<file path="config.mk">
export PLATFORM = sky130hd
export DESIGN_NAME = cpu_top
export DESIGN_NICKNAME = d
export VERILOG_FILES = /design/src/design/cpu_pkg.sv /design/src/design/cpu_bypass.sv /design/src/design/cpu_decoder.sv /design/src/design/cpu_execute.sv /design/src/design/cpu_registers.sv /design/src/design/cpu_top.sv
export SDC_FILE = /design/constraint.sdc
export NUM_CORES = 2
export LEC_CHECK = 0
export BUFFER_PORTS_ARGS = -buffer_cell sky130_fd_sc_hd__buf_2
export CAP_MARGIN = 20
export CORE_MARGIN = 4
export CORE_UTILIZATION = 62
export DETAILED_ROUTE_END_ITERATION = 8
export PLACE_DENSITY_LB_ADDON = 0.15
export SKIP_LAST_GASP = 1
export SLEW_MARGIN = 15
export SYNTH_ARGS = -nofsm -noshare
export SYNTH_HDL_FRONTEND = slang
export SYNTH_SLANG_ARGS = --single-unit
</file>
<file path="constraint.sdc">
create_clock -name i_clock -period 60.2 [get_ports i_clock]
set_input_delay 6.02 -clock i_clock [delete_from_list [all_inputs] [get_ports i_clock]]
set_output_delay 6.02 -clock i_clock [all_outputs]
set_load 0.01 [all_outputs]
</file>
<file path="src/design/cpu_pkg.sv">
`default_nettype none

package cpu_pkg;

        localparam int unsigned TAG_BITS = 2;   // fetch and writeback tags

        localparam logic [6:0] OPCODE_OP     = 7'b0110011;
        localparam logic [6:0] OPCODE_OP_IMM = 7'b0010011;

        localparam logic [2:0] F3_ADD_SUB = 3'b000;
        localparam logic [2:0] F3_SLL     = 3'b001;
        localparam logic [2:0] F3_SLT     = 3'b010;
        localparam logic [2:0] F3_XOR     = 3'b100;
        localparam logic [2:0] F3_SRL     = 3'b101;
        localparam logic [2:0] F3_OR      = 3'b110;
        localparam logic [2:0] F3_AND     = 3'b111;

        localparam logic [6:0] F7_BASE = 7'b0000000;
        localparam logic [6:0] F7_ALT  = 7'b0100000;   // sub, sra

        typedef enum logic [3:0] {
                ALU_NONE,       // result is zero
                ALU_ADD,
                ALU_SUB,
                ALU_SLL,
                ALU_SLT,
                ALU_XOR,
                ALU_SRL,
                ALU_OR,
                ALU_AND
        } alu_op_t;

        typedef union packed {
                struct packed {
                        logic [6:0] funct7;
                        logic [4:0] rs2;
                        logic [4:0] rs1;
                        logic [2:0] funct3;
                        logic [4:0] rd;
                        logic [6:0] opcode;
                } r_type;
                struct packed {
                        logic [11:0] imm;
                        logic [4:0]  rs1;
                        logic [2:0]  funct3;
                        logic [4:0]  rd;
                        logic [6:0]  opcode;
                } i_type;
        } rv_instr_t;

endpackage

`default_nettype wire

</file>
<file path="src/design/cpu_bypass.sv">
`timescale 1ns/1ps
`default_nettype none

module cpu_bypass (
        input  wire logic                         i_clock,
        input  wire logic                         i_reset,
        input  wire logic [4:0]                   i_rs1_index,
        input  wire logic [4:0]                   i_rs2_index,
        input  wire logic [31:0]                  i_rs1_file,
        input  wire logic [31:0]                  i_rs2_file,
        input  wire logic [4:0]                   i_wb_rd,
        input  wire logic [31:0]                  i_wb_value,
        input  wire logic [cpu_pkg::TAG_BITS-1:0] i_wb_tag,
        output logic [31:0]                       o_rs1,
        output logic [31:0]                       o_rs2
);
        logic [cpu_pkg::TAG_BITS-1:0] seen_tag;
        logic                         held_valid;
        logic [4:0]                   held_rd;
        logic [31:0]                  held_value;
        logic                         wb_new;

        assign wb_new = (i_wb_tag != seen_tag);

        // newest result first then the one being written this cycle
        function automatic logic [31:0] select_operand(input logic [4:0]  index,
                                                       input logic [31:0] file_value);
                if (index != 5'd0 && index == i_wb_rd)
                        return i_wb_value;
                if (held_valid && index != 5'd0 && index == held_rd)
                        return held_value;
                return file_value;
        endfunction

        always_ff @(posedge i_clock, posedge i_reset) begin
                if (i_reset) begin
                        seen_tag   <= '0;
                        held_valid <= 1'b0;
                        held_rd    <= 5'd0;
                end else if (wb_new) begin
                        seen_tag   <= i_wb_tag;
                        held_valid <= 1'b1;
                        held_rd    <= i_wb_rd;
                end
        end

        always_ff @(posedge i_clock) begin
                if (wb_new) held_value <= i_wb_value;
        end

        always_comb begin
                o_rs1 = select_operand(i_rs1_index, i_rs1_file);
                o_rs2 = select_operand(i_rs2_index, i_rs2_file);
        end

endmodule

`default_nettype wire

</file>
<file path="src/design/cpu_decoder.sv">
`timescale 1ns/1ps
`default_nettype none

module cpu_decoder (
        input  wire logic                         i_clock,
        input  wire logic                         i_reset,
        input  wire cpu_pkg::rv_instr_t           i_fetch_instruction,
        input  wire logic [cpu_pkg::TAG_BITS-1:0] i_fetch_tag,
        output cpu_pkg::alu_op_t                  o_alu_op,
        output logic [4:0]                        o_rd,
        output logic [4:0]                        o_rs1_index,
        output logic [4:0]                        o_rs2_index,
        output logic                              o_use_imm,
        output logic [31:0]                       o_imm,
        output logic [cpu_pkg::TAG_BITS-1:0]      o_tag
);
        cpu_pkg::alu_op_t alu_op;
        logic             use_imm;
        logic [4:0]       rd;
        logic             fetch_new;

        assign fetch_new = (i_fetch_tag != o_tag);

        always_comb begin
                alu_op  = cpu_pkg::ALU_NONE;
                use_imm = 1'b0;
                case (i_fetch_instruction.r_type.opcode)
                        cpu_pkg::OPCODE_OP: begin
                                if (i_fetch_instruction.r_type.funct7 == cpu_pkg::F7_BASE) begin
                                        case (i_fetch_instruction.r_type.funct3)
                                                cpu_pkg::F3_ADD_SUB: alu_op = cpu_pkg::ALU_ADD;
                                                cpu_pkg::F3_SLL:     alu_op = cpu_pkg::ALU_SLL;
                                                cpu_pkg::F3_SLT:     alu_op = cpu_pkg::ALU_SLT;
                                                cpu_pkg::F3_XOR:     alu_op = cpu_pkg::ALU_XOR;
                                                cpu_pkg::F3_SRL:     alu_op = cpu_pkg::ALU_SRL;
                                                cpu_pkg::F3_OR:      alu_op = cpu_pkg::ALU_OR;
                                                cpu_pkg::F3_AND:     alu_op = cpu_pkg::ALU_AND;
                                                default:             alu_op = cpu_pkg::ALU_NONE; // sltu
                                        endcase
                                end else if (i_fetch_instruction.r_type.funct7 == cpu_pkg::F7_ALT &&
                                             i_fetch_instruction.r_type.funct3 == cpu_pkg::F3_ADD_SUB) begin
                                        alu_op = cpu_pkg::ALU_SUB;
                                end
                        end
                        cpu_pkg::OPCODE_OP_IMM: begin
                                use_imm = 1'b1;
                                case (i_fetch_instruction.i_type.funct3)
                                        cpu_pkg::F3_ADD_SUB: alu_op = cpu_pkg::ALU_ADD;
                                        cpu_pkg::F3_SLT:     alu_op = cpu_pkg::ALU_SLT;
                                        cpu_pkg::F3_XOR:     alu_op = cpu_pkg::ALU_XOR;
                                        cpu_pkg::F3_OR:      alu_op = cpu_pkg::ALU_OR;
                                        cpu_pkg::F3_AND:     alu_op = cpu_pkg::ALU_AND;
                                        // shift forms keep funct7 in the upper immediate bits
                                        cpu_pkg::F3_SLL: begin
                                                if (i_fetch_instruction.r_type.funct7 == cpu_pkg::F7_BASE)
                                                        alu_op = cpu_pkg::ALU_SLL;
                                        end
                                        cpu_pkg::F3_SRL: begin
                                                if (i_fetch_instruction.r_type.funct7 == cpu_pkg::F7_BASE)
                                                        alu_op = cpu_pkg::ALU_SRL;
                                        end
                                        default: alu_op = cpu_pkg::ALU_NONE; // sltiu
                                endcase
                        end
                        default: alu_op = cpu_pkg::ALU_NONE;
                endcase
                rd = (alu_op == cpu_pkg::ALU_NONE) ? 5'd0 : i_fetch_instruction.i_type.rd;
        end

        always_ff @(posedge i_clock, posedge i_reset) begin
                if (i_reset) begin
                        o_tag    <= '0;
                        o_alu_op <= cpu_pkg::ALU_NONE;
                        o_rd     <= 5'd0;
                end else if (fetch_new) begin
                        o_tag    <= i_fetch_tag;
                        o_alu_op <= alu_op;
                        o_rd     <= rd;
                end
        end

        always_ff @(posedge i_clock) begin
                if (fetch_new) begin
                        o_rs1_index <= i_fetch_instruction.r_type.rs1;
                        o_rs2_index <= i_fetch_instruction.r_type.rs2;
                        o_use_imm   <= use_imm;
                        o_imm       <= {{20{i_fetch_instruction.i_type.imm[11]}},
                                        i_fetch_instruction.i_type.imm};
                end
        end

        a_tag_follows_fetch: assert property (@(posedge i_clock) disable iff (i_reset)
                $changed(o_tag) |-> $past(i_fetch_tag != o_tag));

endmodule

`default_nettype wire

</file>
<file path="src/design/cpu_execute.sv">
`timescale 1ns/1ps
`default_nettype none

module cpu_execute (
        input  wire logic                         i_clock,
        input  wire logic                         i_reset,
        input  wire cpu_pkg::alu_op_t             i_alu_op,
        input  wire logic [4:0]                   i_rd,
        input  wire logic                         i_use_imm,
        input  wire logic [31:0]                  i_imm,
        input  wire logic [31:0]                  i_rs1,
        input  wire logic [31:0]                  i_rs2,
        input  wire logic [cpu_pkg::TAG_BITS-1:0] i_tag,
        output logic [4:0]                        o_wb_rd,
        output logic [31:0]                       o_wb_value,
        output logic [cpu_pkg::TAG_BITS-1:0]      o_wb_tag
);
        logic [31:0] operand_b;
        logic [31:0] result;

        assign operand_b = i_use_imm ? i_imm : i_rs2;

        always_comb begin
                case (i_alu_op)
                        cpu_pkg::ALU_ADD: result = i_rs1 + operand_b;
                        cpu_pkg::ALU_SUB: result = i_rs1 - operand_b;
                        cpu_pkg::ALU_SLL: result = i_rs1 << operand_b[4:0];
                        cpu_pkg::ALU_SLT: result = {31'h0, $signed(i_rs1) < $signed(operand_b)};
                        cpu_pkg::ALU_XOR: result = i_rs1 ^ operand_b;
                        cpu_pkg::ALU_SRL: result = i_rs1 >> operand_b[4:0];   // logical only
                        cpu_pkg::ALU_OR:  result = i_rs1 | operand_b;
                        cpu_pkg::ALU_AND: result = i_rs1 & operand_b;
                        default:          result = 32'h0;
                endcase
        end

        // one retire per new decoder tag
        always_ff @(posedge i_clock, posedge i_reset) begin
                if (i_reset) begin
                        o_wb_rd    <= 5'd0;
                        o_wb_value <= 32'h0;
                        o_wb_tag   <= '0;
                end else if (i_tag != o_wb_tag) begin
                        o_wb_rd    <= i_rd;   // rd 0 still retires
                        o_wb_value <= result;
                        o_wb_tag   <= i_tag;
                end
        end

        a_retire_next_cycle: assert property (@(posedge i_clock) disable iff (i_reset)
                $changed(i_tag) |=> (o_wb_tag == $past(i_tag)));

endmodule

`default_nettype wire

</file>
<file path="src/design/cpu_registers.sv">
`timescale 1ns/1ps
`default_nettype none

module cpu_registers #(
        parameter logic [31:0] STACK_POINTER = 32'h0000_1000
) (
        input  wire logic                         i_clock,
        input  wire logic                         i_reset,
        input  wire cpu_pkg::rv_instr_t           i_fetch_instruction,
        output logic [31:0]                       o_rs1,
        output logic [31:0]                       o_rs2,
        input  wire logic [4:0]                   i_wb_rd,
        input  wire logic [31:0]                  i_wb_value,
        input  wire logic [cpu_pkg::TAG_BITS-1:0] i_wb_tag
);
        logic [31:0]                  registers [32];
        logic [cpu_pkg::TAG_BITS-1:0] write_tag;
        logic [4:0]                   rs1_index;
        logic [4:0]                   rs2_index;

        assign rs1_index = i_fetch_instruction.r_type.rs1;
        assign rs2_index = i_fetch_instruction.r_type.rs2;

        always_ff @(posedge i_clock, posedge i_reset) begin
                if (i_reset) begin
                        o_rs1     <= 32'h0;
                        o_rs2     <= 32'h0;
                        write_tag <= '0;
                        for (int i = 0; i < 32; i++) begin
                                registers[i] <= (i == 2) ? STACK_POINTER : 32'h0;   // x2 is sp
                        end
                end else begin
                        // read before write so the bypass covers the gap
                        o_rs1 <= (rs1_index != 5'd0) ? registers[rs1_index] : 32'h0;
                        o_rs2 <= (rs2_index != 5'd0) ? registers[rs2_index] : 32'h0;

                        if (i_wb_tag != write_tag) begin
                                if (i_wb_rd != 5'd0) begin
                                        registers[i_wb_rd] <= i_wb_value;
                                end
                                write_tag <= i_wb_tag;
                        end
                end
        end

        a_x0_zero: assert property (@(posedge i_clock) disable iff (i_reset)
                registers[0] == 32'h0);

endmodule

`default_nettype wire

</file>
<file path="src/design/cpu_top.sv">
`timescale 1ns/1ps
`default_nettype none

module cpu_top #(
        parameter logic [31:0] STACK_POINTER = 32'h0000_1000
) (
        input  wire logic                         i_clock,
        input  wire logic                         i_reset,
        input  wire logic [31:0]                  i_fetch_instruction,
        input  wire logic [cpu_pkg::TAG_BITS-1:0] i_fetch_tag,
        output logic [4:0]                        o_wb_rd,
        output logic [31:0]                       o_wb_value,
        output logic [cpu_pkg::TAG_BITS-1:0]      o_wb_tag
);
        cpu_pkg::alu_op_t             alu_op;
        logic [4:0]                   rd;
        logic [4:0]                   rs1_index;
        logic [4:0]                   rs2_index;
        logic                         use_imm;
        logic [31:0]                  imm;
        logic [cpu_pkg::TAG_BITS-1:0] decode_tag;
        logic [31:0]                  rs1_file;
        logic [31:0]                  rs2_file;
        logic [31:0]                  rs1;
        logic [31:0]                  rs2;

        cpu_decoder u_decoder (
                .i_clock             (i_clock),
                .i_reset             (i_reset),
                .i_fetch_instruction (i_fetch_instruction),
                .i_fetch_tag         (i_fetch_tag),
                .o_alu_op            (alu_op),
                .o_rd                (rd),
                .o_rs1_index         (rs1_index),
                .o_rs2_index         (rs2_index),
                .o_use_imm           (use_imm),
                .o_imm               (imm),
                .o_tag               (decode_tag)
        );

        cpu_registers #(
                .STACK_POINTER (STACK_POINTER)
        ) u_registers (
                .i_clock             (i_clock),
                .i_reset             (i_reset),
                .i_fetch_instruction (i_fetch_instruction),   // reads straight from fetch
                .o_rs1               (rs1_file),
                .o_rs2               (rs2_file),
                .i_wb_rd             (o_wb_rd),
                .i_wb_value          (o_wb_value),
                .i_wb_tag            (o_wb_tag)
        );

        cpu_bypass u_bypass (
                .i_clock     (i_clock),
                .i_reset     (i_reset),
                .i_rs1_index (rs1_index),
                .i_rs2_index (rs2_index),
                .i_rs1_file  (rs1_file),
                .i_rs2_file  (rs2_file),
                .i_wb_rd     (o_wb_rd),
                .i_wb_value  (o_wb_value),
                .i_wb_tag    (o_wb_tag),
                .o_rs1       (rs1),
                .o_rs2       (rs2)
        );

        cpu_execute u_execute (
                .i_clock    (i_clock),
                .i_reset    (i_reset),
                .i_alu_op   (alu_op),
                .i_rd       (rd),
                .i_use_imm  (use_imm),
                .i_imm      (imm),
                .i_rs1      (rs1),
                .i_rs2      (rs2),
                .i_tag      (decode_tag),
                .o_wb_rd    (o_wb_rd),
                .o_wb_value (o_wb_value),
                .o_wb_tag   (o_wb_tag)
        );

endmodule

`default_nettype wire

</file>
==> impl_metrics.toml <==
[floorplanning]
start_util_pct = 62.42
io_pins = 75
fp.dieH_um = 344.5
die-area_um2 = 118700
rows = 123
die_w_um = 344.5
core-area_um2 = 112500

[synthesis]
netlist.area_leader.share_pct = 40.87
yosysSeqAreaShare_pct = 43.05
synthDistinctLibCells = 94
ys_ff_latch = 1198
synthArstFlopShare_pct = 95.83
ys_warn_count = 0
syn_area_per_cell_um2 = 12.97
synth_edf_count = 50
synth_area_leaders = "dfrtp_1 (41%), mux4_2 (21%), mux2_2 (15%), clkbuf_1 (2.4%), edfxtp_1 (2.1%)"
synth_flop_cell = "dfrtp_1"
synth_fp_nets = 5564
postSynthCellCount = 5415
syn-cell-area_um2 = 70220
yosysTopAreaCell = "dfrtp_1"

[placement]
place_hpwl_um = 144000
place_congestion = 1.054
port-buffer-count = 74

[routing]
routed_wl_um = 240000
drtIter0Drc = 6601
vias_per_cell = 7.494
wire_per_inst_um = 35.13
ant_nets = 0
vias = 51180
first_pass_iters = 6
drc = 0

[layout]
fin_nets = 5367
synthToLayoutAreaGrowth_pct = 8.779
final_common_cell = "dfrtp_1"
mostFrequentLayoutCells = "dfrtp_1 (1147), mux2_2 (911), mux4_2 (642)"
drive_above_1_share_pct = 39.69

[clocking]
cts_buffer_depth = 3
clockRootBuffer = "clkbuf_16"
cts.sinks = 1198
clock_latency_ns = 0.77
cts_tree = "built"
holdBufCountCts = 0
path_clk_slew_ns = 0.06
cts_setup_buffers = 0
numCtsBuffers = 121
cts_max_level = 3
cts_resized = 0

[sta]
setup_tns_ns = 0
maxSlewViolCount = 0
hold_viol_final = 0
finalSetupViolations = 0
max_clock_freq_mhz = 107.5
tightest_slew_ns = 1.198
slew-limit-headroom_pct = 20.13
period_needed_ns = 9.298
final.setup_skew_ns = 0.06203
post-route-period-util_pct = 15.45
fin_hold_ws_ns = 0.3948
rsz0062_at_grt = "no"

[status]
outcome = "completed"

[critical_path]
crit_path_max_incr_delay_ns = 0.86
end_kind = "async pin"
cp_top_family = "buffers and inverters"
startpoint_type = "input pin"
worstPathArrival_ns = 10.02
slowest_stage = "buf_4"
cpMostUsedCell = "buf_4"
reg2reg_slack_ns = 52.83
crit_fanout = 172
cp_cell_sequence = "buf_2 > inv_8 > buf_4 > buf_4 > buf_4 > buf_12"
path_buf_inv = 6
required_ns = 60.92
worstSetupPathType = "in -> async"

[pwr]
p_total_mw = 1.864
peakVddDrop_v = 0.00004213
p_leak_nw = 34.41
powerDensity_nw_per_um2 = 24.40

[global_routing]
grt_max_degree = 173
grt_pass1_vias = 50120
grt_use_total_pct = 40.64
overflow = 0
antenna_found_initial = 4
grt_pass1_wl_um = 349500

[job]
max_cap_viol_count = 0

[hold_path]
hold_path.class = "reg -> reg"
where the power goes:
| part | switching (mW) | internal (mW) | total [mW] |
|---|---|---|---|
| Sequential | 0.00621 | 0.817 | 0.824 |
| Clock | 0.346 | 0.474 | 0.820 |
| Combinational | 0.157 | 0.0627 | 0.220 |
metal layers:
metal / GRT usage, % / wire (um)
met2: 58.99 / 106500
met1: 58.43 / 93110
met5: 0 / 37
met4: 18.57 / 12230
met3: 10.40 / 28030
cell usage after synthesis (9+ instances only):
cell type	instances
dfrtp_1	1147
mux2_2	911
mux4_2	642
clkbuf_1	444
nor2_1	259
nand2_1	245
o21ai_0	242
a21oi_1	146
mux2i_1	121
ha_1	111
inv_1	104
nor3_1	85
buf_1	83
nand3_1	82
a211oi_1	60
a31oi_1	58
edfxtp_1	50
o211ai_1	43
o31ai_1	43
nand4_1	42
buf_2	32
a221oi_1	31
or2_2	30
o22ai_1	23
o221ai_1	22
xor2_1	21
a21o_1	20
xnor2_1	19
nand2b_1	18
a221o_1	16
a22oi_1	15
a32oi_1	15
nor4_1	15
and2_1	13
o21a_1	11
o31a_1	11
a2111oi_0	10
a311oi_1	10
nor2b_1	10
o21bai_1	10
o311ai_0	9
or4_1	9
state kept, by name (all words and copies together) (netlist names), 4 cells and up:
register	flops
u_registers.registers	1024
u_bypass.held_value	32
u_execute.o_wb_value	32
u_registers.o_rs1	32
u_registers.o_rs2	32
u_decoder.o_imm	12
u_bypass.held_rd	5
u_decoder.o_rd	5
u_decoder.o_rs1_index	5
u_execute.o_wb_rd	5
u_decoder.o_alu_op	4
path summary, 6_finish.rpt:
check / endpoint / cells past startpoint / startpoint
setup / recovery: u_registers.registers[515] / 6 / i_reset
hold / removal: u_registers.registers[1002] / 0 / u_registers.registers[1002]
setup reg to reg: u_execute.o_wb_value[0] / 20 / u_decoder.o_imm[3]
hold reg to reg: u_registers.registers[1002] / 0 / u_registers.registers[1002]
max in group i_clock: u_registers.o_rs2[8] / 7 / i_fetch_instruction[20]
min in group asynchronous: u_registers.registers[630] / 2 / i_reset
cell families after synthesis:
family / after synthesis / synth area share (%)
xor gates and xnor gates: 40 / 0.4989
adders and majority gates: 113 / 2.035
and+or+nand+nor: 851 / 5.630
DFF: 1198 / 43.05
muxes: 1675 / 36.96
buffers and inverters: 674 / 3.703
AOI/OAI and AO/OA: 864 / 8.127
worst register-to-register path: cells and delay by family (launching register included):
| family | cells | cell delay (ns) |
|---|---|---|
| XOR/XNOR | 1 | 0.23 |
| adder cells (fa/ha/maj) | 1 | 0.52 |
| AO/OA/AOI/OAI | 10 | 3.43 |
| flip-flops | 1 | 0.49 |
| buffers and inverters | 4 | 1.38 |
| AND/OR/NAND/NOR | 4 | 1.24 |
per-stage QoR:
step           util [%]  area, um2  std cells  setup slack, ns
2_1_floorplan         -      70220       5415            21.85
3_3_place_gp      63.90      71890       6586            50.06
3_5_place_dp      63.94      71930       6590            50.03
4_1_cts           67.82      76300       6821            50.80
5_1_grt           67.89      76380       6826            50.30
6_report          67.90      76390       6830            50.90
layout make-up:
cell class / instances / area (um2)
sequential: 1198 / 30230
tap: 1500 / 1877
inverter: 109 / 416.7
fill: 7991 / 36110
clock buffer: 174 / 3600
timing repair buffer: 245 / 1803
clock inverter: 57 / 772.0
antenna: 4 / 10.01
multi-input combinational: 3543 / 37680
Note: power is estimated with default switching activity, not from simulation.
